**src/verilog/mips_defs.svh**
```systemverilog
`ifndef MIPS_DEFS_SVH
`define MIPS_DEFS_SVH

// ------------------------------
// Widths and sizes
// ------------------------------
`define MIPS_NB_DATA            32      // Data and instruction word
`define MIPS_NB_BYTE            8       // Loader byte
`define MIPS_NB_REG_ADDR        5
`define MIPS_NB_IMEM_ADDR       6       // Word address into instruction memory
`define MIPS_IMEM_DEPTH         64

// ------------------------------
// Opcodes, bits 31:26
// ------------------------------
`define MIPS_OP_RTYPE           6'd0
`define MIPS_OP_ADDIU           6'd9
`define MIPS_OP_ANDI            6'd12
`define MIPS_OP_ORI             6'd13
`define MIPS_OP_HALT            6'd63   // All ones, stops fetch

// R-type function field, bits 5:0
`define MIPS_FN_ADDU            6'd33
`define MIPS_FN_SUBU            6'd35
`define MIPS_FN_AND             6'd36
`define MIPS_FN_OR              6'd37
`define MIPS_FN_XOR             6'd38
`define MIPS_FN_SLT             6'd42

`endif
```
**src/verilog/mips_pkg.sv**
```systemverilog
`include "mips_defs.svh"

package mips_pkg;

    // ------------------------------
    // ALU operations
    // ------------------------------
    typedef enum logic [2:0] {
        ALU_ADD,
        ALU_SUB,
        ALU_AND,
        ALU_OR,
        ALU_XOR,
        ALU_SLT     // Signed compare, result 0 or 1
    } alu_op_t;

    // ------------------------------
    // Stage payloads
    // ------------------------------

    // Fetch to decode
    typedef struct packed {
        logic                           valid;
        logic                           halt;
        logic [`MIPS_NB_DATA-1:0]       instruction;
    } if_id_t;

    // Decode to execute
    typedef struct packed {
        logic                           valid;
        logic                           halt;
        logic                           reg_write;
        logic                           alu_src;        // 1 selects the immediate
        alu_op_t                        alu_op;
        logic [`MIPS_NB_REG_ADDR-1:0]   dest_addr;
        logic [`MIPS_NB_DATA-1:0]       op_a;
        logic [`MIPS_NB_DATA-1:0]       op_b;
        logic [`MIPS_NB_DATA-1:0]       imm;            // Already extended
    } id_ex_t;

    // Execute to result
    typedef struct packed {
        logic                           valid;
        logic                           halt;
        logic                           reg_write;
        logic [`MIPS_NB_REG_ADDR-1:0]   dest_addr;
        logic [`MIPS_NB_DATA-1:0]       result;
    } ex_wb_t;

    // Register write, also used as a forwarding source
    typedef struct packed {
        logic                           enable;
        logic [`MIPS_NB_REG_ADDR-1:0]   address;
        logic [`MIPS_NB_DATA-1:0]       data;
    } reg_wr_t;

endpackage

```
**src/verilog/instruction_fetch.sv**
```systemverilog
`timescale 1ns/1ps
`include "mips_defs.svh"

module instruction_fetch (
    input  logic                            i_clock,
    input  logic                            i_rst,
    input  logic                            i_pc_reset,
    input  logic                            i_delete_program,
    input  logic                            i_load_program_write_enable,
    input  logic [`MIPS_NB_BYTE-1:0]        i_load_program_byte,
    output mips_pkg::if_id_t                o_if_id
);

    logic [`MIPS_NB_DATA-1:0]       imem [`MIPS_IMEM_DEPTH];
    logic [`MIPS_NB_IMEM_ADDR-1:0]  wr_ptr;         // Word being assembled
    logic [1:0]                     byte_cnt;       // Bytes already in that word
    logic [1:0]                     byte_lane;
    logic [`MIPS_NB_IMEM_ADDR-1:0]  pc;             // Word PC
    logic                           halted;
    logic [`MIPS_NB_DATA-1:0]       fetch_word;
    logic                           fetch_is_halt;

    // ------------------------------
    // Program loader
    // ------------------------------

    // First byte lands in the top lane
    assign byte_lane = 2'd3 - byte_cnt;

    always_ff @(posedge i_clock) begin
        if (i_rst || i_delete_program) begin
            wr_ptr   <= '0;
            byte_cnt <= '0;
            for (int i = 0; i < `MIPS_IMEM_DEPTH; i++) begin
                imem[i] <= '0;      // Empty memory
            end
        end else if (i_load_program_write_enable) begin
            imem[wr_ptr][byte_lane*`MIPS_NB_BYTE +: `MIPS_NB_BYTE] <= i_load_program_byte;
            byte_cnt <= byte_cnt + 2'd1;
            if (byte_cnt == 2'd3) begin
                wr_ptr <= wr_ptr + 1'b1;    // Word complete
            end
        end
    end

    // ------------------------------
    // PC and fetch
    // ------------------------------
    assign fetch_word    = imem[pc];
    assign fetch_is_halt = (fetch_word[31:26] == `MIPS_OP_HALT);

    always_ff @(posedge i_clock) begin
        if (i_rst || i_pc_reset) begin
            pc     <= '0;
            halted <= 1'b0;
        end else if (!halted) begin
            if (fetch_is_halt) begin
                halted <= 1'b1;             // PC frozen on the halt word
            end else begin
                pc <= pc + 1'b1;
            end
        end
    end

    // IF/ID register
    always_ff @(posedge i_clock) begin
        if (i_rst || i_pc_reset) begin
            o_if_id.valid <= 1'b0;
            o_if_id.halt  <= 1'b0;
        end else begin
            // Bubbles once the halt has gone by
            o_if_id.valid <= !halted;
            o_if_id.halt  <= !halted && fetch_is_halt;
        end
        o_if_id.instruction <= fetch_word;  // Payload, no reset
    end

endmodule

```
**config.mk**
```make
export PLATFORM = sky130hd
export DESIGN_NAME = instruction_fetch
export DESIGN_NICKNAME = d
export VERILOG_FILES = /design/src/verilog/mips_pkg.sv /design/src/verilog/instruction_fetch.sv
export VERILOG_INCLUDE_DIRS = /design/src /design/src/verilog
export SDC_FILE = /design/constraint.sdc
export NUM_CORES = 2
export LEC_CHECK = 0
export ABC_CLOCK_PERIOD_IN_PS = 4300
export BUFFER_PORTS_ARGS = -buffer_cell sky130_fd_sc_hd__buf_2
export CAP_MARGIN = 20
export CORE_MARGIN = 1.5
export CORE_UTILIZATION = 50
export CTS_CLUSTER_DIAMETER = 50
export DETAILED_ROUTE_END_ITERATION = 16
export PLACE_DENSITY = 0.61
export SLEW_MARGIN = 15
export SYNTH_ARGS = -nofsm -noshare
export SYNTH_HDL_FRONTEND = slang
export SYNTH_SLANG_ARGS = --single-unit
```
**constraint.sdc**
```tcl
create_clock -name i_clock -period 4.3 [get_ports i_clock]
set_clock_uncertainty 0.1 [all_clocks]
set_input_delay 0 -clock i_clock [delete_from_list [all_inputs] [get_ports i_clock]]
set_output_delay 0 -clock i_clock [all_outputs]
set_load 0.02 [all_outputs]
```
==> flow_metrics.env <==
export IMPL_synth_edf_count=2048
export IMPL_place_hpwl_mm=168.8
export IMPL_cts_buffer_depth=3
export IMPL_yosysMostFrequentCell="nor2_1"
export IMPL_drc=0
export IMPL_area_growth_pct=12.20
export IMPL_die_w_um=428.1
export IMPL_clk_latency_ns=0.87
export IMPL_cts_tree="built"
export IMPL_tightestPinTransition_ns=1.118
export IMPL_use_met1_pct=39.35
export IMPL_grt_pass1_vias=52570
export IMPL_ioPinCount=47
export IMPL_final_util_pct=56.64
export IMPL_vdd_drop_max_mv=0.4393
export IMPL_cts_root_buf="clkbuf_16"
export IMPL_drive_gt1_share_pct=21.16
export IMPL_period_needed_ns=3.984
export IMPL_crit_type="register to register"
export IMPL_setup_slack_ns=0.3160
export IMPL_slew_violations=0
export IMPL_first_iter_violations=6586
export IMPL_synth_common_cells="nor2_1 (2136), edfxtp_1 (2048), mux4_2 (638)"
export IMPL_busiest_layer="met2"
export IMPL_clkTransAtPathRegs_ns=0.06
export IMPL_num_vias=53560
export IMPL_crit_chain="buf_4 > mux4_2 > mux2i_1 > a2111oi_0 > buf_4 > nor3_2 > nand4b_1 > nand4_1 > mux2i_1"
export IMPL_fin_tns_setup_ns=0
export IMPL_slew_headroom_pct=25.45
export IMPL_power_density_nw_per_um2=444.2
export IMPL_ys_seq_area_share_pct=69.28
export IMPL_initial_core_util_pct=50.48
export IMPL_rows=155
export IMPL_globalplace_congestion=0.8729
export IMPL_synthTopCellsByArea="edfxtp_1 (68%), mux4_2 (16%), nor2_1 (8.9%)"
export IMPL_grt_max_degree=161
export IMPL_cellLeakagePower_nw=34.11
export IMPL_postRouteAntennaNets=0
export IMPL_status="finished clean"
export IMPL_ys_seq_elements=2103
export IMPL_antenna_found_initial=9
export IMPL_wirelength_mm=257.8
export IMPL_cts_resized_gates=0
export IMPL_die_area_um2=183300
export IMPL_avgViaCountPerCell=6.139
export IMPL_synth_top_area_share_pct=68.06
export IMPL_pre_cts_slack_ns=0.3591
export IMPL_hold_violations=0
export IMPL_ys_warn_count=0
export IMPL_worst_path_max_delay_cell="a2111oi_0"
export IMPL_synth_cells=6081
export IMPL_wl_per_cell_um=29.55
export IMPL_grt_ovfl_total=0
export IMPL_worst_ep_required_time_ns=4.97
export IMPL_htreeDepth=4
export IMPL_fmax_mhz=251.0
export IMPL_grt_use_met3_pct=5.132
export IMPL_rsz0062_at_grt="false"
export IMPL_grtUsageMet2_pct=44.62
export IMPL_async_reset_ff_share_pct=0
export IMPL_period_share_pct=92.65
export IMPL_cpPeakStageDelay_ns=0.84
export IMPL_nNetsFinal=6192
export IMPL_clock_sinks=2103
export IMPL_port_buffers=46
export IMPL_synth_flop_cell="edfxtp_1"
export IMPL_yosys_area_top_type="edfxtp_1"
export IMPL_coreArea_um2=179000
export IMPL_path_max_fanout=33
export IMPL_grt_first_pass_wirelength_mm=373.9
export IMPL_numCtsBuffers=216
export IMPL_die_h_um=428.1
export IMPL_setup_viol=0
export IMPL_syn_nets=6100
export IMPL_crit_path_end_kind="register"
export IMPL_cap_violations=0
export IMPL_grt_use_total_pct=28.12
export IMPL_start_kind="register"
export IMPL_netlist_cell_type_count=58
export IMPL_firstDrtPassIters=6
export IMPL_cp_arrival_ns=4.66
export IMPL_holdCritPathClass="primary input to register"
export IMPL_syn_area_um2=90360
export IMPL_synth_area_per_cell_um2=14.86
through the flow:
stage	total power, mW	cells	hold slack, ns	instance area [um2]
2_1_floorplan	25.64	6081	0.09855	90360
3_3_place_gp	26.58	8292	0.2677	94100
3_5_place_dp	26.64	8292	0.2664	94100
4_1_cts	45.24	8716	0.06069	101400
5_1_grt	46.18	8718	0.1389	101400
6_report	45.04	8724	0.1042	101400
flip-flops by register name, indices dropped and copies added (netlist names), named ones only:
| signal | cells |
|---|---|
| pc | 6 |
| halted | 1 |
| o_if_id | 34 |
| imem | 2048 |
| wr_ptr | 6 |
| byte_cnt | 2 |
kinds of logic after synthesis:
group,synth area share (%)
buffers and inverters,1.979
AO/OA/AOI/OAI,0.4971
multiplexers,16.27
flip-flops,69.28
XOR/XNOR,0.04847
adder cells (fa/ha/maj),0.08308
AND/OR/NAND/NOR,11.84
critical path: cells and delay by family, from the launching register on:
family | cells | cell delay, ns
AO/OA/AOI/OAI | 1 | 0.84
buffers and inverters | 2 | 0.88
flip-flops | 1 | 0.68
multiplexers | 3 | 0.64
AND/OR/NAND/NOR | 3 | 0.73
final cells by class:
type | instances | area (um2)
clock inverter | 107 | 1013
inverter | 8 | 37.54
clock buffer | 300 | 6066
fill | 14090 | 77620
tap | 2355 | 2947
multi-input combinational | 3545 | 26180
timing repair buffer | 299 | 2505
antenna | 7 | 17.52
sequential | 2103 | 62620
power breakdown:
part | switching, mW | internal (mW)
registers | 0.342 | 23.4
clock network | 7.99 | 10.8
logic | 1.48 | 0.970
worst paths after layout:
check / slack, ns / to / depth (start not counted) / start
setup / recovery: 0.32 / pc[4] / 9 / register
hold / removal: 0.10 / byte_cnt[1] / 4 / i_load_program_write_enable
setup reg to reg: 0.32 / pc[4] / 9 / register
hold reg to reg: 0.39 / register / 2 / pc[5]
layout by cell type, fill, tap and decap left out, drive strengths merged, types with 11 or more instances in the layout:
cell	n
nor2	2137
edfxtp	2048
mux4	638
nand2	595
clkbuf	300
buf	282
clkinv	77
dfxtp	55
mux2i	30
bufinv	17
dlygate4sd3	17
inv	17
nand3	11
a211oi	11
per-layer routing:
| layer | share of wire, % | vias to the layer above |
|---|---|---|
| met5 | 0.024 | - |
| met4 | 3.6 | 10 |
| met3 | 9.0 | 431 |
| met2 | 48 | 2568 |
| met1 | 39 | 28000 |
| li1 | - | 22560 |
repair_timing:
item                      CTS  global route
buffers inserted            0             0
hold endpoints to repair  464             0
hold buffers               17             0
Power figures use the tool's default switching activity.
