--- src/verilog/mips_defs.svh ---
`ifndef MIPS_DEFS_SVH
`define MIPS_DEFS_SVH

// ------------------------------
// Widths and sizes
// ------------------------------
`define MIPS_NB_DATA            32      // Data and instruction word
`define MIPS_NB_BYTE            8       // Loader byte
`define MIPS_NB_REG_ADDR        5
`define MIPS_NB_IMEM_ADDR       6       // Word address into instruction memory
`define MIPS_IMEM_DEPTH         64

// ------------------------------
// Opcodes, bits 31:26
// ------------------------------
`define MIPS_OP_RTYPE           6'd0
`define MIPS_OP_ADDIU           6'd9
`define MIPS_OP_ANDI            6'd12
`define MIPS_OP_ORI             6'd13
`define MIPS_OP_HALT            6'd63   // All ones, stops fetch

// R-type function field, bits 5:0
`define MIPS_FN_ADDU            6'd33
`define MIPS_FN_SUBU            6'd35
`define MIPS_FN_AND             6'd36
`define MIPS_FN_OR              6'd37
`define MIPS_FN_XOR             6'd38
`define MIPS_FN_SLT             6'd42

`endif
--- src/verilog/mips_pkg.sv ---
`include "mips_defs.svh"

package mips_pkg;

    // ------------------------------
    // ALU operations
    // ------------------------------
    typedef enum logic [2:0] {
        ALU_ADD,
        ALU_SUB,
        ALU_AND,
        ALU_OR,
        ALU_XOR,
        ALU_SLT     // Signed compare, result 0 or 1
    } alu_op_t;

    // ------------------------------
    // Stage payloads
    // ------------------------------

    // Fetch to decode
    typedef struct packed {
        logic                           valid;
        logic                           halt;
        logic [`MIPS_NB_DATA-1:0]       instruction;
    } if_id_t;

    // Decode to execute
    typedef struct packed {
        logic                           valid;
        logic                           halt;
        logic                           reg_write;
        logic                           alu_src;        // 1 selects the immediate
        alu_op_t                        alu_op;
        logic [`MIPS_NB_REG_ADDR-1:0]   dest_addr;
        logic [`MIPS_NB_DATA-1:0]       op_a;
        logic [`MIPS_NB_DATA-1:0]       op_b;
        logic [`MIPS_NB_DATA-1:0]       imm;            // Already extended
    } id_ex_t;

    // Execute to result
    typedef struct packed {
        logic                           valid;
        logic                           halt;
        logic                           reg_write;
        logic [`MIPS_NB_REG_ADDR-1:0]   dest_addr;
        logic [`MIPS_NB_DATA-1:0]       result;
    } ex_wb_t;

    // Register write, also used as a forwarding source
    typedef struct packed {
        logic                           enable;
        logic [`MIPS_NB_REG_ADDR-1:0]   address;
        logic [`MIPS_NB_DATA-1:0]       data;
    } reg_wr_t;

endpackage

--- src/verilog/instruction_decode.sv ---
`timescale 1ns/1ps
`include "mips_defs.svh"

module instruction_decode (
    input  logic                            i_clock,
    input  logic                            i_rst,
    input  logic                            i_pc_reset,
    input  mips_pkg::if_id_t                i_if_id,
    input  mips_pkg::reg_wr_t               i_ex_fwd,   // Result now in execute
    input  mips_pkg::reg_wr_t               i_wb_wr,    // Write now in result
    input  logic [`MIPS_NB_REG_ADDR-1:0]    i_debug_read_reg_address,
    output logic [`MIPS_NB_DATA-1:0]        o_debug_read_reg,
    output mips_pkg::id_ex_t                o_id_ex
);

    logic [5:0]                     opcode;
    logic [5:0]                     funct;
    logic [`MIPS_NB_REG_ADDR-1:0]   rs_addr;
    logic [`MIPS_NB_REG_ADDR-1:0]   rt_addr;
    logic [`MIPS_NB_REG_ADDR-1:0]   rd_addr;
    logic [15:0]                    imm16;
    logic [`MIPS_NB_DATA-1:0]       rs_rf;
    logic [`MIPS_NB_DATA-1:0]       rt_rf;
    logic [`MIPS_NB_DATA-1:0]       rs_val;
    logic [`MIPS_NB_DATA-1:0]       rt_val;
    logic                           known;          // Low turns the word into a no-op
    logic                           reg_write;
    logic                           alu_src;
    mips_pkg::alu_op_t              alu_op;
    logic [`MIPS_NB_REG_ADDR-1:0]   dest_addr;
    logic [`MIPS_NB_DATA-1:0]       imm_ext;

    // Field split
    assign opcode  = i_if_id.instruction[31:26];
    assign rs_addr = i_if_id.instruction[25:21];
    assign rt_addr = i_if_id.instruction[20:16];
    assign rd_addr = i_if_id.instruction[15:11];
    assign funct   = i_if_id.instruction[5:0];
    assign imm16   = i_if_id.instruction[15:0];

    register_file u_register_file (
        .i_clock        (i_clock),
        .i_rst          (i_rst),
        .i_pc_reset     (i_pc_reset),
        .i_wr_en        (i_wb_wr.enable),
        .i_wr_addr      (i_wb_wr.address),
        .i_rs_addr      (rs_addr),
        .i_rt_addr      (rt_addr),
        .i_debug_addr   (i_debug_read_reg_address),
        .i_wr_data      (i_wb_wr.data),
        .o_rs_data      (rs_rf),
        .o_rt_data      (rt_rf),
        .o_debug_data   (o_debug_read_reg)
    );

    // ------------------------------
    // Control decode
    // ------------------------------
    always_comb begin
        known     = 1'b1;
        reg_write = 1'b1;
        alu_src   = 1'b0;
        alu_op    = mips_pkg::ALU_ADD;
        dest_addr = rd_addr;
        imm_ext   = {{16{imm16[15]}}, imm16};   // Sign extend by default
        case (opcode)
            `MIPS_OP_RTYPE: begin
                case (funct)
                    `MIPS_FN_ADDU: alu_op = mips_pkg::ALU_ADD;
                    `MIPS_FN_SUBU: alu_op = mips_pkg::ALU_SUB;
                    `MIPS_FN_AND:  alu_op = mips_pkg::ALU_AND;
                    `MIPS_FN_OR:   alu_op = mips_pkg::ALU_OR;
                    `MIPS_FN_XOR:  alu_op = mips_pkg::ALU_XOR;
                    `MIPS_FN_SLT:  alu_op = mips_pkg::ALU_SLT;
                    default:       known  = 1'b0;
                endcase
            end
            `MIPS_OP_ADDIU: begin
                alu_src   = 1'b1;
                dest_addr = rt_addr;
            end
            `MIPS_OP_ANDI, `MIPS_OP_ORI: begin
                alu_src   = 1'b1;
                dest_addr = rt_addr;
                imm_ext   = {16'b0, imm16};         // Logical ops zero extend
                alu_op    = (opcode == `MIPS_OP_ANDI) ? mips_pkg::ALU_AND : mips_pkg::ALU_OR;
            end
            `MIPS_OP_HALT: reg_write = 1'b0;        // Travels down, writes nothing
            default:       known     = 1'b0;
        endcase
    end

    // ------------------------------
    // Operand forwarding
    // ------------------------------

    // Youngest producer wins, r0 is hardwired
    function automatic logic [`MIPS_NB_DATA-1:0] pick_operand(
        input logic [`MIPS_NB_REG_ADDR-1:0] addr,
        input logic [`MIPS_NB_DATA-1:0]     rf_data,
        input mips_pkg::reg_wr_t            ex_src,
        input mips_pkg::reg_wr_t            wb_src
    );
        logic [`MIPS_NB_DATA-1:0] value;
        if (addr == '0) begin
            value = '0;
        end else if (ex_src.enable && ex_src.address == addr) begin
            value = ex_src.data;
        end else if (wb_src.enable && wb_src.address == addr) begin
            value = wb_src.data;                    // Not yet in the register file
        end else begin
            value = rf_data;
        end
        return value;
    endfunction

    assign rs_val = pick_operand(rs_addr, rs_rf, i_ex_fwd, i_wb_wr);
    assign rt_val = pick_operand(rt_addr, rt_rf, i_ex_fwd, i_wb_wr);

    // ID/EX register
    always_ff @(posedge i_clock) begin
        if (i_rst || i_pc_reset) begin
            o_id_ex.valid     <= 1'b0;
            o_id_ex.halt      <= 1'b0;
            o_id_ex.reg_write <= 1'b0;
        end else begin
            o_id_ex.valid     <= i_if_id.valid && known;
            o_id_ex.halt      <= i_if_id.valid && i_if_id.halt;
            o_id_ex.reg_write <= i_if_id.valid && known && reg_write;
        end
        o_id_ex.alu_src   <= alu_src;
        o_id_ex.alu_op    <= alu_op;
        o_id_ex.dest_addr <= dest_addr;
        o_id_ex.op_a      <= rs_val;
        o_id_ex.op_b      <= rt_val;
        o_id_ex.imm       <= imm_ext;
    end

endmodule

--- src/verilog/register_file.sv ---
`timescale 1ns/1ps
`include "mips_defs.svh"

module register_file (
    input  logic                            i_clock,
    input  logic                            i_rst,
    input  logic                            i_pc_reset,
    input  logic                            i_wr_en,
    input  logic [`MIPS_NB_REG_ADDR-1:0]    i_wr_addr,
    input  logic [`MIPS_NB_REG_ADDR-1:0]    i_rs_addr,
    input  logic [`MIPS_NB_REG_ADDR-1:0]    i_rt_addr,
    input  logic [`MIPS_NB_REG_ADDR-1:0]    i_debug_addr,
    input  logic [`MIPS_NB_DATA-1:0]        i_wr_data,
    output logic [`MIPS_NB_DATA-1:0]        o_rs_data,
    output logic [`MIPS_NB_DATA-1:0]        o_rt_data,
    output logic [`MIPS_NB_DATA-1:0]        o_debug_data
);

    logic [`MIPS_NB_DATA-1:0] regs [2**`MIPS_NB_REG_ADDR];

    // Either reset empties the whole file
    always_ff @(posedge i_clock) begin
        if (i_rst || i_pc_reset) begin
            for (int i = 0; i < 2**`MIPS_NB_REG_ADDR; i++) begin
                regs[i] <= '0;
            end
        end else if (i_wr_en && i_wr_addr != '0) begin  // r0 stays zero
            regs[i_wr_addr] <= i_wr_data;
        end
    end

    // Asynchronous reads, old value during a write
    assign o_rs_data    = regs[i_rs_addr];
    assign o_rt_data    = regs[i_rt_addr];
    assign o_debug_data = regs[i_debug_addr];   // Debug sees no forwarding

endmodule

--- config.mk ---
export PLATFORM = sky130hd
export DESIGN_NAME = instruction_decode
export DESIGN_NICKNAME = d
export VERILOG_FILES = /design/src/verilog/mips_pkg.sv /design/src/verilog/instruction_decode.sv /design/src/verilog/register_file.sv
export VERILOG_INCLUDE_DIRS = /design/src /design/src/verilog
export SDC_FILE = /design/constraint.sdc
export NUM_CORES = 2
export LEC_CHECK = 0
export BUFFER_PORTS_ARGS = -buffer_cell sky130_fd_sc_hd__buf_2
export CORE_MARGIN = 5
export CORE_UTILIZATION = 40
export CTS_CLUSTER_DIAMETER = 80
export DETAILED_ROUTE_END_ITERATION = 10
export SYNTH_ARGS = -nofsm -noshare
export SYNTH_HDL_FRONTEND = slang
export SYNTH_HIERARCHICAL = 1
export SYNTH_SLANG_ARGS = --single-unit
--- constraint.sdc ---
create_clock -name i_clock -period 5.4 [get_ports i_clock]
set_input_delay 0.81 -clock i_clock [delete_from_list [all_inputs] [get_ports i_clock]]
set_output_delay 0.81 -clock i_clock [all_outputs]
set_load 0.005 [all_outputs]
==> results.md <==
* Required @ worst endpoint at ~4600 ps
* Max H-tree Level at 4
* Multi-input gate area at around 34000 um^2
* Finished Layout Cells at slightly below 9000
* Antenna viol nets, final at 0
* Hpwl dp at between 150000 and 200000 um
* Synth Instances at ~6300
* Fraction of registers with async set/reset at 0%
* Setup TNS at 0 ps
* Final Hold Viols at 0
* PortBufs at 257
* # fillers at about 16000
* First-pass GRT wire length at a little under 400000 um
* Setup Buffers After CTS at 0
* Wire per inst at about 33 um
* Final net count at between 6000 and 7000
* Row count at 152
* Fraction of layout cells with a size suffix above 1 at 11.9%
* Clk root buf: clkbuf_16
* Most used DFF post-synth: edfxtp_1
* Unrepaired setup endpoints after global routing: false
* Synth warnings at 6
* TritonCTS Buffers at around 130
* Chip width at approximately 430 um
* R2r endpoint: o_id_ex[36]
* Worst Tran Pin Value at about 1500 ps
* Reg-to-reg slack, setup at 3100 ps
* Final GP Congestion at around 0.9
* Status: finished, violations left
* Initial antenna violation count at 32
* CP endpoint kind: output pin
* Final Critical Period at between 4000 and 5000 ps
* Fin util at a little under half
* Die area at roughly 180000 um^2
* Sequential share of the synthesized area at 47.3%
* CTS tree: yes
* Cell area after synthesis at 68900 um^2
* Leak at between 30 and 40 nW
* Core area at roughly 170000 um^2
* Failing checks: capacitance limit
* Worst VDD drop at between 0.3 and 0.4 mV
* Worst min path class: input pin to register
* Worst Reg-to-Reg Cells at 7
* Initial Util at between 40% and 50%
* DR iter-0 viols at about 7900
* Leading cell types in the layout, fill and taps excluded: mux2i_1, edfxtp_1, and2_1
* Maximum clock path buffer count at 3
* Clock Pin Slew Worst Setup and Hold Paths at 50 ps
* Vias/cell at about 6.4
* Via count at roughly 56000
* Synth-to-Final Area Change at 12.2%
* Clk_lat worst skew at between 700 and 800 ps
* CP Max Fanout at 65
* Largest net degree at the start of global routing at 90
* Period utilization at 76.4%
* Resized Gates After CTS at 0
* Max-cap violation count at 1
* Register area at approximately 33000 um^2
* Max Freq at 242 MHz
* Crit Path Class: input pin to output pin
* Final slew viol count at 0
* Hold Crit Endpoint: o_id_ex[6]
* RR Startpoint: u_register_file/regs[3][4]
* PwrDens at 294 nW/um^2
* Drt total wl at about 290000 um
* # setup viols final at 0
* Worst Hold Launch: i_if_id[6]
* CTS sink cnt at 1117
* Drt first pass iters at 9
* Vias in the first global route at around 54000
* Global-route usage over all layers at 30.2%
* Syn Area/Cell at around 11 um^2
* Worst hold stages at 1
* Post-CTS Hold Buffers at 0
* Crit path DAT at 3320 ps
* Total grt overflow at 0
* DRC at 0
* I/O pin total at between 200 and 300
* Clock skew at 31.1 ps
* Slew HR at less than 1%
* Most common cell after layout, fill and taps aside: mux2i_1
* Placed Cells at 8453
* Startpoint types: input pin
* Die H at ~430 um
* Post-synth cell types at 47
* Post-synth EDFFs at roughly 1000
* Flops & latches, synth at between 1000 and 1500
-- Yosys cell counts (35+ instances only) --
library cell     n  area (um^2)
mux2i_1       1536        15400
edfxtp_1      1024        30700
and2_1         995         6220
clkbuf_1       357         1340
nand2_1        331         1240
nand3_1        293         1470
a21oi_1        291         1460
a22oi_1        288         2160
a22o_1         192         1680
nor3_1         161          806
buf_2          123          616
buf_4          114          856
a31oi_1         97          607
o21ai_0         96          480
dfxtp_1         93         1860
or3_1           61          382
a311oi_1        59          517
buf_1           35          131
nor2_1          35          131
-- cell type report --
class,instances,area share (%)
Antenna cell,17,0.0550
Inverter,1,0.00485
Clock inverter,66,0.770
Timing Repair Buffer,464,4.50
Clock buffer,168,4.62
Tap cell,2310,3.74
Multi-Input combinational cell,4561,44.2
Sequential cell,1117,42.2
-- worst max-delay path: stages --
cell and delay [ps]:
buf_8 360, buf_12 430, buf_4 480, mux2i_1 260, nand2_1 80, a31oi_1 210, nand3_1 230, buf_2 200
-- metrics by stage --
stage / cell area (um^2) / setup WS [ps] / total power [mW] / hold slack, ps
6_report: 77400 / 1270 / 22.7 / 117
5_1_grt: 77300 / 1280 / 23.3 / 84.9
4_1_cts: 77300 / 1360 / 22.7 / 69.1
3_5_place_dp: 73100 / 1350 / 14.0 / 914
3_3_place_gp: 73100 / 1340 / 13.9 / 912
2_1_floorplan: 69100 / 977 / 12.5 / 838
-- worst max path at each step --
stage | startpoint | to | slack (ps) | cells after the start
after floorplan | i_pc_reset | u_register_file/regs[10][0] | 980 | 5
after global placement | i_debug_read_reg_address[0] | o_debug_read_reg[29] | 1340 | 8
final | i_debug_read_reg_address[1] | o_debug_read_reg[27] | 1270 | 8
after detailed placement | i_debug_read_reg_address[0] | o_debug_read_reg[29] | 1350 | 8
after global routing | i_debug_read_reg_address[0] | o_debug_read_reg[29] | 1280 | 8
after CTS | i_debug_read_reg_address[0] | o_debug_read_reg[29] | 1360 | 8
-- layer usage --
layer  global-route usage, %  part of all wire, %
met5                       0                0.032
met4                    18.7                  6.9
met3                    6.82                   11
met2                    46.5                   44
met1                    38.7                   38
-- kinds of logic (layout without fill, tap and decap cells) --
kind of cell	count (synthesis)	in the layout	share of synthesized area (%)
muxes	1541	1541	22.4
AOI/OAI and AO/OA	1031	1031	10.2
other	1	49	0.00544
DFF	1117	1117	47.3
xor gates and xnor gates	23	23	0.292
buffers and inverters	645	699	4.38
and+or+nand+nor	1934	1934	15.5
-- flip-flops by register name (all words and copies together) (netlist names) --
signal	count
o_id_ex	93
u_register_file/regs	1024
-- power by group --
part	switching, mW	total, mW	internal, mW
Clock	3.74	8.80	5.06
Sequential	0.390	10.4	9.97
Combinational	2.35	3.58	1.23
Note: power is estimated with default switching activity, not from simulation.
