--- config.mk ---
export PLATFORM = sky130hd
export DESIGN_NAME = execution
export DESIGN_NICKNAME = d
export VERILOG_FILES = /design/src/verilog/mips_pkg.sv /design/src/verilog/execution.sv
export VERILOG_INCLUDE_DIRS = /design/src /design/src/verilog
export SDC_FILE = /design/constraint.sdc
export NUM_CORES = 1
export LEC_CHECK = 0
export BUFFER_PORTS_ARGS = -buffer_cell sky130_fd_sc_hd__buf_2
export CAP_MARGIN = 10
export CORE_ASPECT_RATIO = 1.2
export CORE_MARGIN = 8
export CORE_UTILIZATION = 38
export DETAILED_ROUTE_END_ITERATION = 16
export PLACE_DENSITY = 0.66
export SETUP_SLACK_MARGIN = 0.15
export SLEW_MARGIN = 20
export SYNTH_ARGS = -nofsm -noshare
export SYNTH_HDL_FRONTEND = slang
export SYNTH_SLANG_ARGS = --single-unit
--- constraint.sdc ---
create_clock -name i_clock -period 3.95 [get_ports i_clock]
set_clock_uncertainty 0.2 [all_clocks]
set_input_delay 0.1975 -clock i_clock [delete_from_list [all_inputs] [get_ports i_clock]]
set_output_delay 0.1975 -clock i_clock [all_outputs]
set_load 0.02 [all_outputs]
--- src/verilog/mips_defs.svh ---
`ifndef MIPS_DEFS_SVH
`define MIPS_DEFS_SVH

// ------------------------------
// Widths and sizes
// ------------------------------
`define MIPS_NB_DATA            32      // Data and instruction word
`define MIPS_NB_BYTE            8       // Loader byte
`define MIPS_NB_REG_ADDR        5
`define MIPS_NB_IMEM_ADDR       6       // Word address into instruction memory
`define MIPS_IMEM_DEPTH         64

// ------------------------------
// Opcodes, bits 31:26
// ------------------------------
`define MIPS_OP_RTYPE           6'd0
`define MIPS_OP_ADDIU           6'd9
`define MIPS_OP_ANDI            6'd12
`define MIPS_OP_ORI             6'd13
`define MIPS_OP_HALT            6'd63   // All ones, stops fetch

// R-type function field, bits 5:0
`define MIPS_FN_ADDU            6'd33
`define MIPS_FN_SUBU            6'd35
`define MIPS_FN_AND             6'd36
`define MIPS_FN_OR              6'd37
`define MIPS_FN_XOR             6'd38
`define MIPS_FN_SLT             6'd42

`endif
--- src/verilog/mips_pkg.sv ---
`include "mips_defs.svh"

package mips_pkg;

    // ------------------------------
    // ALU operations
    // ------------------------------
    typedef enum logic [2:0] {
        ALU_ADD,
        ALU_SUB,
        ALU_AND,
        ALU_OR,
        ALU_XOR,
        ALU_SLT     // Signed compare, result 0 or 1
    } alu_op_t;

    // ------------------------------
    // Stage payloads
    // ------------------------------

    // Fetch to decode
    typedef struct packed {
        logic                           valid;
        logic                           halt;
        logic [`MIPS_NB_DATA-1:0]       instruction;
    } if_id_t;

    // Decode to execute
    typedef struct packed {
        logic                           valid;
        logic                           halt;
        logic                           reg_write;
        logic                           alu_src;        // 1 selects the immediate
        alu_op_t                        alu_op;
        logic [`MIPS_NB_REG_ADDR-1:0]   dest_addr;
        logic [`MIPS_NB_DATA-1:0]       op_a;
        logic [`MIPS_NB_DATA-1:0]       op_b;
        logic [`MIPS_NB_DATA-1:0]       imm;            // Already extended
    } id_ex_t;

    // Execute to result
    typedef struct packed {
        logic                           valid;
        logic                           halt;
        logic                           reg_write;
        logic [`MIPS_NB_REG_ADDR-1:0]   dest_addr;
        logic [`MIPS_NB_DATA-1:0]       result;
    } ex_wb_t;

    // Register write, also used as a forwarding source
    typedef struct packed {
        logic                           enable;
        logic [`MIPS_NB_REG_ADDR-1:0]   address;
        logic [`MIPS_NB_DATA-1:0]       data;
    } reg_wr_t;

endpackage

--- src/verilog/execution.sv ---
`timescale 1ns/1ps
`include "mips_defs.svh"

module execution (
    input  logic                i_clock,
    input  logic                i_rst,
    input  logic                i_pc_reset,
    input  mips_pkg::id_ex_t    i_id_ex,
    output mips_pkg::reg_wr_t   o_ex_fwd,
    output mips_pkg::ex_wb_t    o_ex_wb
);

    logic [`MIPS_NB_DATA-1:0] operand_b;
    logic [`MIPS_NB_DATA-1:0] alu_result;

    // ------------------------------
    // ALU
    // ------------------------------
    assign operand_b = i_id_ex.alu_src ? i_id_ex.imm : i_id_ex.op_b;

    always_comb begin
        case (i_id_ex.alu_op)
            mips_pkg::ALU_ADD: alu_result = i_id_ex.op_a + operand_b;
            mips_pkg::ALU_SUB: alu_result = i_id_ex.op_a - operand_b;
            mips_pkg::ALU_AND: alu_result = i_id_ex.op_a & operand_b;
            mips_pkg::ALU_OR:  alu_result = i_id_ex.op_a | operand_b;
            mips_pkg::ALU_XOR: alu_result = i_id_ex.op_a ^ operand_b;
            mips_pkg::ALU_SLT: begin
                alu_result = {{(`MIPS_NB_DATA-1){1'b0}},
                              ($signed(i_id_ex.op_a) < $signed(operand_b))};
            end
            default:           alu_result = '0;
        endcase
    end

    // Same cycle result back to decode
    assign o_ex_fwd.enable  = i_id_ex.valid && i_id_ex.reg_write;
    assign o_ex_fwd.address = i_id_ex.dest_addr;
    assign o_ex_fwd.data    = alu_result;

    // EX/WB register
    always_ff @(posedge i_clock) begin
        if (i_rst || i_pc_reset) begin
            o_ex_wb.valid     <= 1'b0;
            o_ex_wb.halt      <= 1'b0;
            o_ex_wb.reg_write <= 1'b0;
        end else begin
            o_ex_wb.valid     <= i_id_ex.valid;
            o_ex_wb.halt      <= i_id_ex.valid && i_id_ex.halt;
            o_ex_wb.reg_write <= i_id_ex.valid && i_id_ex.reg_write;
        end
        o_ex_wb.dest_addr <= i_id_ex.dest_addr;
        o_ex_wb.result    <= alu_result;
    end

endmodule

==> results of run 1 <==
-- through the flow --
step                area [sq um]  hold WS (ns)  setup WS (ns)    util
finish                      8584       0.01979         0.2339  0.5075
global route                8584       0.02964         0.1069  0.5075
CTS                         8322      0.006738         0.1201  0.4919
detailed placement          8026        0.1128       -0.02545  0.4745
global placement            8026        0.1092        0.07886  0.4745
floorplan                   6609       0.02522         0.1846       -
-- cells by family (layout without fill, tap and decap cells) --
group / after synthesis / in the layout / synth area share
AO/OA/AOI/OAI: 318 / 318 / 0.3300
AND/OR/NAND/NOR: 227 / 227 / 0.1632
buffers and inverters: 161 / 370 / 0.09745
adder cells (fa/ha/maj): 105 / 105 / 0.2017
flip-flops: 40 / 40 / 0.1216
multiplexers: 37 / 37 / 0.05813
XOR/XNOR: 21 / 21 / 0.02793
-- area by class of cell --
cell class / instances / area share
Timing Repair Buffer: 258 / 0.1806
Tap cell: 216 / 0.03148
Sequential cell: 40 / 0.09328
Clock inverter: 3 / 0.005393
Clock buffer: 5 / 0.01458
Inverter: 104 / 0.04577
Multi-Input combinational cell: 708 / 0.6289
-- power by group through the flow --
stage	Combinational, uW	Sequential [uW]	Clock (uW)
after CTS	1410	473	531
after floorplan	847	552	0
after detailed placement	1390	482	0
after global routing	1610	479	547
after global placement	1390	481	0
final	1490	472	516
-- worst max-delay path, delay by kind of cell --
kind,cells,cell delay (ns)
buffers and inverters,3,0.51
muxes,1,0.20
AOI/OAI and AO/OA,6,1.60
adders and majority gates,1,0.39
and+or+nand+nor,3,0.41
-- layer usage --
metal / track usage / up-vias / wire length [microns]
li1: - / 3682 / -
met1: 0.2608 / 3520 / 10410
met2: 0.3810 / 325 / 12200
met3: 0.03390 / 64 / 1716
met4: 0.07404 / 0 / 737
met5: 0 / - / 0
-- synthesized netlist by cell type, drive strengths merged (8+ instances only) --
| master | instances |
|---|---|
| o21bai | 14 |
| nor2b | 11 |
| nor4 | 8 |
| o22ai | 14 |
| nor3 | 21 |
| clkbuf | 28 |
| o221ai | 11 |
| o211ai | 17 |
| dfxtp | 40 |
| nand3 | 14 |
| nand2 | 50 |
| mux2i | 36 |
| nor2 | 82 |
| a21o | 12 |
| inv | 103 |
| buf | 29 |
| o21ai | 50 |
| o21a | 10 |
| a21oi | 97 |
| ha | 103 |
| xnor2 | 19 |
-- what timing repair did --
action                                 CTS  global route
gates resized for setup                  6            51
setup buffers                            0             2
gates cloned                             0             1
endpoints found under the hold margin    8             0
hold buffers                             9             0
setup endpoints to repair                9            19
pin swaps                                0            10
-- how the worst max path moves through the flow --
stage,slack (ns),start,cells after the start,endpoint
after global routing,0.11,i_id_ex[104],15,o_ex_fwd[17]
after global placement,0.08,i_id_ex[104],14,o_ex_fwd[29]
final,0.23,i_id_ex[104],14,o_ex_fwd[0]
after floorplan,0.18,i_id_ex[104],13,o_ex_fwd[0]
after detailed placement,-0.03,i_id_ex[104],14,o_ex_fwd[29]
after CTS,0.12,i_id_ex[104],14,o_ex_fwd[26]
-- cell usage in the layout, fill, tap and decap left out, drive strengths merged, types with 17 or more instances in the layout --
cell type and count:
o211ai 17, dfxtp 40, o21ai 50, nor2 82, xnor2 19, a21oi 97
buf 248, nand2 50, inv 104, nor3 21, mux2i 36, ha 103
==> flow_metrics.py, run 1 <==
metrics = {
    "synth": {
        "synth_seq_cells": 40,
        "syn_inst": 909,
        "ys_seq_area_frac": 0.1216,
        "synthArstFlopShare": 0,
        "synthTopCellsByArea": "ha_1 20%, dfxtp_1 12%, a21oi_1 7.2%",
        "syn_area_sq_mm": 0.006586,
        "synth.largest_area_cell": "ha_1",
        "synth_area_per_cell_sq_um": 7.246,
        "ys.flop_type": "dfxtp_1",
        "synthesis.nets": 1125,
        "yosysTopAreaCellShare": 0.1957,
        "synth_warnings": 0,
        "synthDistinctLibCells": 80,
        "synth_edf_count": 0,
    },
    "clock_network": {
        "cts_buffers": 5,
        "cts_tree": "done",
        "clock-sinks": 40,
        "clkTransAtPathRegs_ns": 0.06,
        "htreeDepth": 2,
        "cts_root_buf": "clkbuf_16",
        "clockBufferDepth": 2,
    },
    "detailed_routing": {
        "drt_iter0_markers": 566,
        "via_per_inst": 5.690,
        "routed_wl_microns": 25070,
        "vias": 7591,
        "wire_per_inst_microns": 18.79,
        "drt_first_pass_iters": 6,
        "drc_errors": 0,
        "ant_nets": 0,
    },
    "worst_hold_path": {
        "hold_end": "o_ex_wb[37]",
        "hp-start": "i_pc_reset",
        "holdPathStages": 3,
        "hold_path_class": "in -> reg",
    },
    "power_and_ir_drop": {
        "power_frac_seq": 0.191,
        "p_int_uw": 1344,
        "power.share.switching": 0.4574,
        "p_per_area_mw_per_mm2": 288.4,
        "pwr-share-comb": 0.601,
        "power.leakage_uw": 0.004189,
        "power_switching_uw": 1132,
        "peakVddDrop_uv": 208.3,
        "power_uw": 2476,
        "clkPwrFrac": 0.208,
    },
    "global_routing": {
        "grt_pass1_vias": 7499,
        "grt_pass1_wl_microns": 38450,
        "track_usage": 0.2175,
        "grt_max_degree": 46,
        "antenna_found_initial": 0,
        "gr-total-overflow": 0,
    },
    "worst_setup_path": {
        "required_ns": 3.55,
        "cp-start-kind": "input pin",
        "slowest_stage": "ha_2",
        "slowest_delay_ns": 0.39,
        "worstSetupPathType": "in -> out",
        "path_max_fanout": 8,
        "arrival_ns": 3.32,
        "crit_chain": "buf_6 -> buf_12 -> mux2i_4 -> ha_2 -> nor2_2 -> o21a_4 -> a311oi_4 -> o221a_4 -> a2bb2oi_2 -> and3_2 -> nor4_1 -> o31a_1 -> o31ai_2 -> buf_2",
        "end_kind": "primary output",
    },
    "cells_and_area": {
        "multiInputGateArea_sq_mm": 0.005399,
        "largest_reg_flops": 40,
        "diodes": 0,
        "top_register": "o_ex_wb",
        "drive_gt1_frac": 0.2844,
        "fin_nets": 1333,
        "stdcell_count": 1334,
        "top_regs": "o_ex_wb x40",
        "syn2layout_area_growth_pct": 30.34,
        "n_fill_cell": 1754,
        "seqCellArea_sq_um": 800.8,
    },
    "placed_design": {
        "place_congestion": 0.9560,
        "hpwl_microns": 19510,
        "dpl.cell_count": 1314,
        "io_buffer_count": 188,
    },
    "die": {
        "core_sq_mm": 0.01692,
        "dieWidth_microns": 136.2,
        "die_h_microns": 160.2,
        "initial_utilization": 0.3893,
        "pin_count": 189,
        "row_count": 52,
        "dieArea_sq_mm": 0.02182,
    },
    "flow_run": {
        "maxCapViolCount": 0,
    },
    "timing": {
        "relSlewSlack": 0.4148,
        "tns_ns": 0,
        "layout_worst_path_cycle_share": 0.9408,
        "worstMarginPinSlew_ns": 0.8757,
        "grt_setup_unrepaired": "true",
        "setup_viol": 0,
        "fmax_ghz": 0.2691,
        "drv_slew": 0,
        "hold_viol": 0,
        "period_needed_ns": 3.716,
    },
    "outcome": {
        "status": "finished clean",
    },
}
Power figures use the tool's default switching activity.
==> run 2, diff against run 1 <==
Settings changed: CORE_UTILIZATION 38 to 49, PLACE_DENSITY 0.66 to 0.81.
==> run 2 against run 1 <==
Hold slack worse by 0.00058 ns. Critical endpoint is now o_ex_fwd[30]. Power hardly changed. Via count is 2.7% higher. Cell area hardly changed. Largest power group unchanged. Critical path type unchanged. Non-clock buffer count is 1 higher.
==> flow_metrics.py, run 2 (synthesized netlist as in run 1, its figures left out) <==
metrics = {
    "outcome": {
        "status": "finished clean",
    },
    "placed_design": {
        "dp_slack_ns": 0.04524,
        "place_congestion": 1.009,
        "dpl.cell_count": 1265,
        "hpwl_microns": 19350,
        "io_buffer_count": 188,
    },
    "detailed_routing": {
        "ant_nets": 0,
        "wire_per_inst_microns": 19.51,
        "drt_first_pass_iters": 5,
        "vias": 7798,
        "via_per_inst": 6.059,
        "routed_wl_microns": 25110,
        "drc_errors": 0,
        "drt_iter0_markers": 719,
    },
    "global_routing": {
        "gr-total-overflow": 0,
        "track_usage": 0.2692,
        "antenna_found_initial": 0,
        "grt_pass1_wl_microns": 37880,
        "grt_pass1_vias": 7569,
        "grt_max_degree": 69,
    },
    "worst_hold_path": {
        "hold_path_class": "in -> reg",
    },
    "worst_setup_path": {
        "cp-start-kind": "input pin",
        "worstSetupPathType": "in -> out",
        "path_max_fanout": 11,
        "arrival_ns": 3.35,
        "required_ns": 3.55,
        "end_kind": "primary output",
    },
    "clock_network": {
        "cts_buffers": 5,
        "cts_tree": "done",
        "cts_root_buf": "clkbuf_16",
        "htreeDepth": 2,
        "clock-sinks": 40,
        "clockBufferDepth": 2,
        "clkTransAtPathRegs_ns": 0.07,
    },
    "timing": {
        "grt_setup_unrepaired": "true",
        "fmax_ghz": 0.2665,
        "drv_slew": 0,
        "setup_viol": 0,
        "timing.hold.ws_ns": 0.01922,
        "relSlewSlack": 0.5419,
        "setup_ws_ns": 0.1979,
        "period_needed_ns": 3.752,
        "worstMarginPinSlew_ns": 0.6846,
        "layout_worst_path_cycle_share": 0.9499,
        "tns_ns": 0,
        "hold_viol": 0,
    },
    "die": {
        "die_h_microns": 143,
        "dieArea_sq_mm": 0.01742,
        "row_count": 46,
        "pin_count": 189,
        "core_sq_mm": 0.01318,
        "dieWidth_microns": 121.8,
        "initial_utilization": 0.4997,
    },
    "power_and_ir_drop": {
        "p_per_area_mw_per_mm2": 288.6,
        "power_uw": 2476,
        "power.leakage_uw": 0.004199,
        "peakVddDrop_uv": 224.5,
    },
    "cells_and_area": {
        "syn2layout_area_growth_pct": 30.24,
        "top_regs": "o_ex_wb x40",
        "mostFrequentLayoutCells": "183 x buf_2, 100 x inv_1, 97 x ha_1",
        "diodes": 0,
        "largest_reg_flops": 40,
        "top_register": "o_ex_wb",
        "fin_nets": 1334,
        "mostFrequentLayoutCell": "buf_2",
        "stdcell_count": 1287,
        "n_fill_cell": 1227,
        "drive_gt1_frac": 0.3021,
    },
    "flow_run": {
        "maxCapViolCount": 0,
    },
}
run 2: changes by cell type in the layout (fill, tap and decap cells not counted), sizes merged:
cell / before / now
clkbuf: 6 / 7
run 2: repair_timing:
action / CTS / global route
resized for setup: 6 / 64
hold endpoints to repair: 8 / 0
gates cloned: 0 / 1
pin swaps: 0 / 9
hold buffers: 9 / 0
endpoints found under the setup margin: 7 / 22
buffers inserted: 0 / 4
run 2: cell type report:
type / count / area [sq um] / area share
multi-input combinational: 708 / 5446 / 0.6349
clock inverter: 3 / 46.29 / 0.005397
sequential: 40 / 800.8 / 0.09335
tap: 168 / 210.2 / 0.02450
inverter: 104 / 390.4 / 0.04551
timing repair buffer: 259 / 1559 / 0.1817
clock buffer: 5 / 125.1 / 0.01459
run 2: path summary, 6_finish.rpt:
path | from | end | slack [ns] | depth (start not counted)
worst max-delay path | i_id_ex[104] | o_ex_fwd[30] | 0.20 | 15
worst min-delay path | i_pc_reset | o_ex_wb[38] | 0.02 | 3
run 2: critical path, stage by stage:
cell      delay (ns)
clkbuf_4        0.19
buf_8           0.19
buf_4           0.21
mux2i_1         0.31
ha_1            0.19
inv_1           0.12
a21oi_1         0.40
o31ai_1         0.11
a21o_1          0.20
a21oi_1         0.12
o21ai_0         0.13
a221oi_2        0.35
xnor2_1         0.12
a211o_1         0.31
buf_2           0.17
run 2: per-layer routing:
layer / global-route usage / routed length (microns) / vias to the layer above
met5: 0 / 0 / -
met4: 0.1204 / 968 / 0
met3: 0.04860 / 2075 / 87
met2: 0.4666 / 12000 / 432
met1: 0.3135 / 10060 / 3602
li1: - / - / 3677
run 2: power breakdown:
group	total (uW)	internal, uW	switching [uW]
clock	503	301	202
sequential	469	458	10.8
combinational	1500	585	920
total	2480	1340	1130
run 2: metrics by stage:
| step | cell area, sq um | utilization |
|---|---|---|
| 3_5_place_dp | 7946 | 0.6029 |
| 3_3_place_gp | 7946 | 0.6029 |
| 6_report | 8578 | 0.6508 |
| 5_1_grt | 8578 | 0.6508 |
| 4_1_cts | 8235 | 0.6248 |
| 2_1_floorplan | 6609 | - |
==> run 3, diff against run 2 <==
Settings changed: CORE_UTILIZATION 49 to 54, PLACE_DENSITY 0.81 to 0.85.
Clock period 3.95 ns to 3.7 ns, I/O delays scaled along.
==> run 3 against run 2 <==
Combinational power grew 33%. Power is 23% higher. Global-route usage is 6.1 points higher. Critical path depth rose by 3. Sequential power rose by 8.7%.
==> flow_metrics.py, run 3 (synthesized netlist as in run 1, its figures left out) <==
metrics = {
    "clock_network": {
        "htreeDepth": 2,
        "cts_buffers": 5,
        "cts_root_buf": "clkbuf_16",
        "clock-sinks": 40,
        "clkTransAtPathRegs_ns": 0.07,
        "clockBufferDepth": 2,
        "cts_tree": "done",
    },
    "timing": {
        "relSlewSlack": 0.5998,
        "hold_viol": 0,
        "setup_viol": 0,
        "period_needed_ns": 3.628,
        "worstMarginPinSlew_ns": 0.5948,
        "layout_worst_path_cycle_share": 0.9804,
        "tns_ns": 0,
        "fmax_ghz": 0.2757,
        "drv_slew": 0,
        "grt_setup_unrepaired": "true",
    },
    "cells_and_area": {
        "largest_reg_flops": 40,
        "top_regs": "o_ex_wb x40",
        "syn2layout_area_growth_pct": 49.49,
        "diodes": 0,
        "top_register": "o_ex_wb",
        "mostFrequentLayoutCells": "176 x buf_2, 153 x buf_4, 96 x inv_1",
        "drive_gt1_frac": 0.4079,
        "fin_nets": 1426,
        "mostFrequentLayoutCell": "buf_2",
        "design_area_sq_mm": 0.009846,
        "n_fill_cell": 777,
    },
    "die": {
        "dieWidth_microns": 116.8,
        "core_sq_mm": 0.01200,
        "initial_utilization": 0.5488,
        "die_h_microns": 137.0,
        "pin_count": 189,
        "row_count": 44,
        "dieArea_sq_mm": 0.01600,
    },
    "placed_design": {
        "dpl_cell_area_sq_mm": 0.008572,
        "hpwl_microns": 20740,
        "io_buffer_count": 188,
        "place_congestion": 1.039,
    },
    "detailed_routing": {
        "drt_first_pass_iters": 6,
        "via_per_inst": 6.548,
        "routed_wl_microns": 31740,
        "vias": 8984,
        "drc_errors": 0,
        "ant_nets": 0,
        "drt_iter0_markers": 1166,
        "wire_per_inst_microns": 23.13,
    },
    "worst_setup_path": {
        "cp-start-kind": "input pin",
        "worstSetupPathType": "in -> out",
        "arrival_ns": 3.24,
        "slowest_stage": "a21oi_1",
        "cpMostUsedCell": "buf_12",
        "required_ns": 3.31,
        "crit_chain": "buf_12 -> buf_12 -> buf_12 -> mux2i_4 -> buf_6 -> inv_1 -> ha_4 -> a21oi_1 -> nor2_1 -> nor2_1 -> o211ai_1 -> a21oi_1 -> o21ai_4 -> buf_6 -> a22oi_2 -> mux2i_1 -> a211o_1 -> buf_2",
        "path_max_fanout": 8,
        "slowest_delay_ns": 0.34,
        "end_kind": "primary output",
    },
    "power_and_ir_drop": {
        "power.share.switching": 0.4603,
        "peakVddDrop_uv": 213.9,
        "power_switching_uw": 1406,
        "pwr-share-comb": 0.654,
        "power.leakage_uw": 0.004715,
        "clkPwrFrac": 0.179,
        "p_int_uw": 1648,
        "power_frac_seq": 0.167,
        "power_uw": 3054,
        "p_per_area_mw_per_mm2": 310.2,
    },
    "outcome": {
        "status": "finished clean",
    },
    "flow_run": {
        "maxCapViolCount": 0,
    },
    "global_routing": {
        "grt_max_degree": 37,
        "track_usage": 0.3304,
        "antenna_found_initial": 1,
        "gr-total-overflow": 0,
        "grt_pass1_wl_microns": 41790,
        "grt_pass1_vias": 8379,
    },
    "worst_hold_path": {
        "hold_path_class": "in -> reg",
    },
}
[run 3: cell count changes in the layout (fill, tap and decap cells not counted), moves of 5 or more]
cell | before | now
o21ai_0 | 45 | 39
buf_6 | 0 | 9
buf_2 | 183 | 176
o21ai_1 | 2 | 7
mux2i_1 | 20 | 11
ha_1 | 97 | 80
a21oi_1 | 87 | 77
mux2i_4 | 2 | 10
ha_4 | 0 | 14
buf_4 | 62 | 153
a21oi_2 | 10 | 17
[run 3: through the flow]
step           worst slack [ns]  hold WS (ns)    util  std cells
5_1_grt                -0.05242       0.04997  0.8204       1372
3_5_place_dp           -0.04856        0.1006  0.7142       1339
4_1_cts                  0.1485       0.01635  0.7579       1358
3_3_place_gp           0.003633       0.09709  0.7142       1339
2_1_floorplan            0.1494       0.01272       -        909
6_report                0.07247       0.01842  0.8204       1372
[run 3: worst max-delay path: cells and delay by family]
kind            cells  cell delay [ns]
fa+ha+maj           1             0.17
mux                 2             0.40
simple gates        2             0.27
compound gates      6             1.27
buf+inv             7             0.93
[run 3: what timing repair did]
action                                  CTS  global route
pin swaps                                 8            46
resized for setup                        59           127
setup buffers                             2            14
endpoints found under the hold margin     8             0
hold buffers                              9             0
endpoints found under the setup margin   19            22
[run 3: final timing paths]
check                    start           end  slack [ns]  cells past startpoint
hold / removal      i_pc_reset   o_ex_wb[38]        0.02                      3
setup / recovery  i_id_ex[104]  o_ex_fwd[30]        0.07                     18
[run 3: power groups by stage]
| stage | clock network, uW | registers (uW) | logic [uW] |
|---|---|---|---|
| final | 546 | 510 | 2000 |
| after global routing | 559 | 511 | 2110 |
| after CTS | 543 | 505 | 1720 |
| after detailed placement | 0 | 514 | 1640 |
| after global placement | 0 | 511 | 1610 |
| after floorplan | 0 | 590 | 909 |
[run 3: layout make-up]
type / instances / area (sq um) / share of cell area
Clock buffer: 5 / 125.1 / 0.01271
Tap cell: 161 / 201.4 / 0.02046
Sequential cell: 40 / 800.8 / 0.08133
Timing Repair Buffer: 351 / 2301 / 0.2337
Multi-Input combinational cell: 708 / 5978 / 0.6072
Clock inverter: 3 / 46.29 / 0.004702
Inverter: 104 / 392.9 / 0.03990
[run 3: routing by layer]
metal / GRT usage / vias up / part of all wire
met5: 0 / - / 0.00041
met4: 0.1910 / 2 / 0.078
met3: 0.05563 / 258 / 0.11
met2: 0.5785 / 761 / 0.47
met1: 0.3673 / 4097 / 0.34
li1: - / 3866 / -
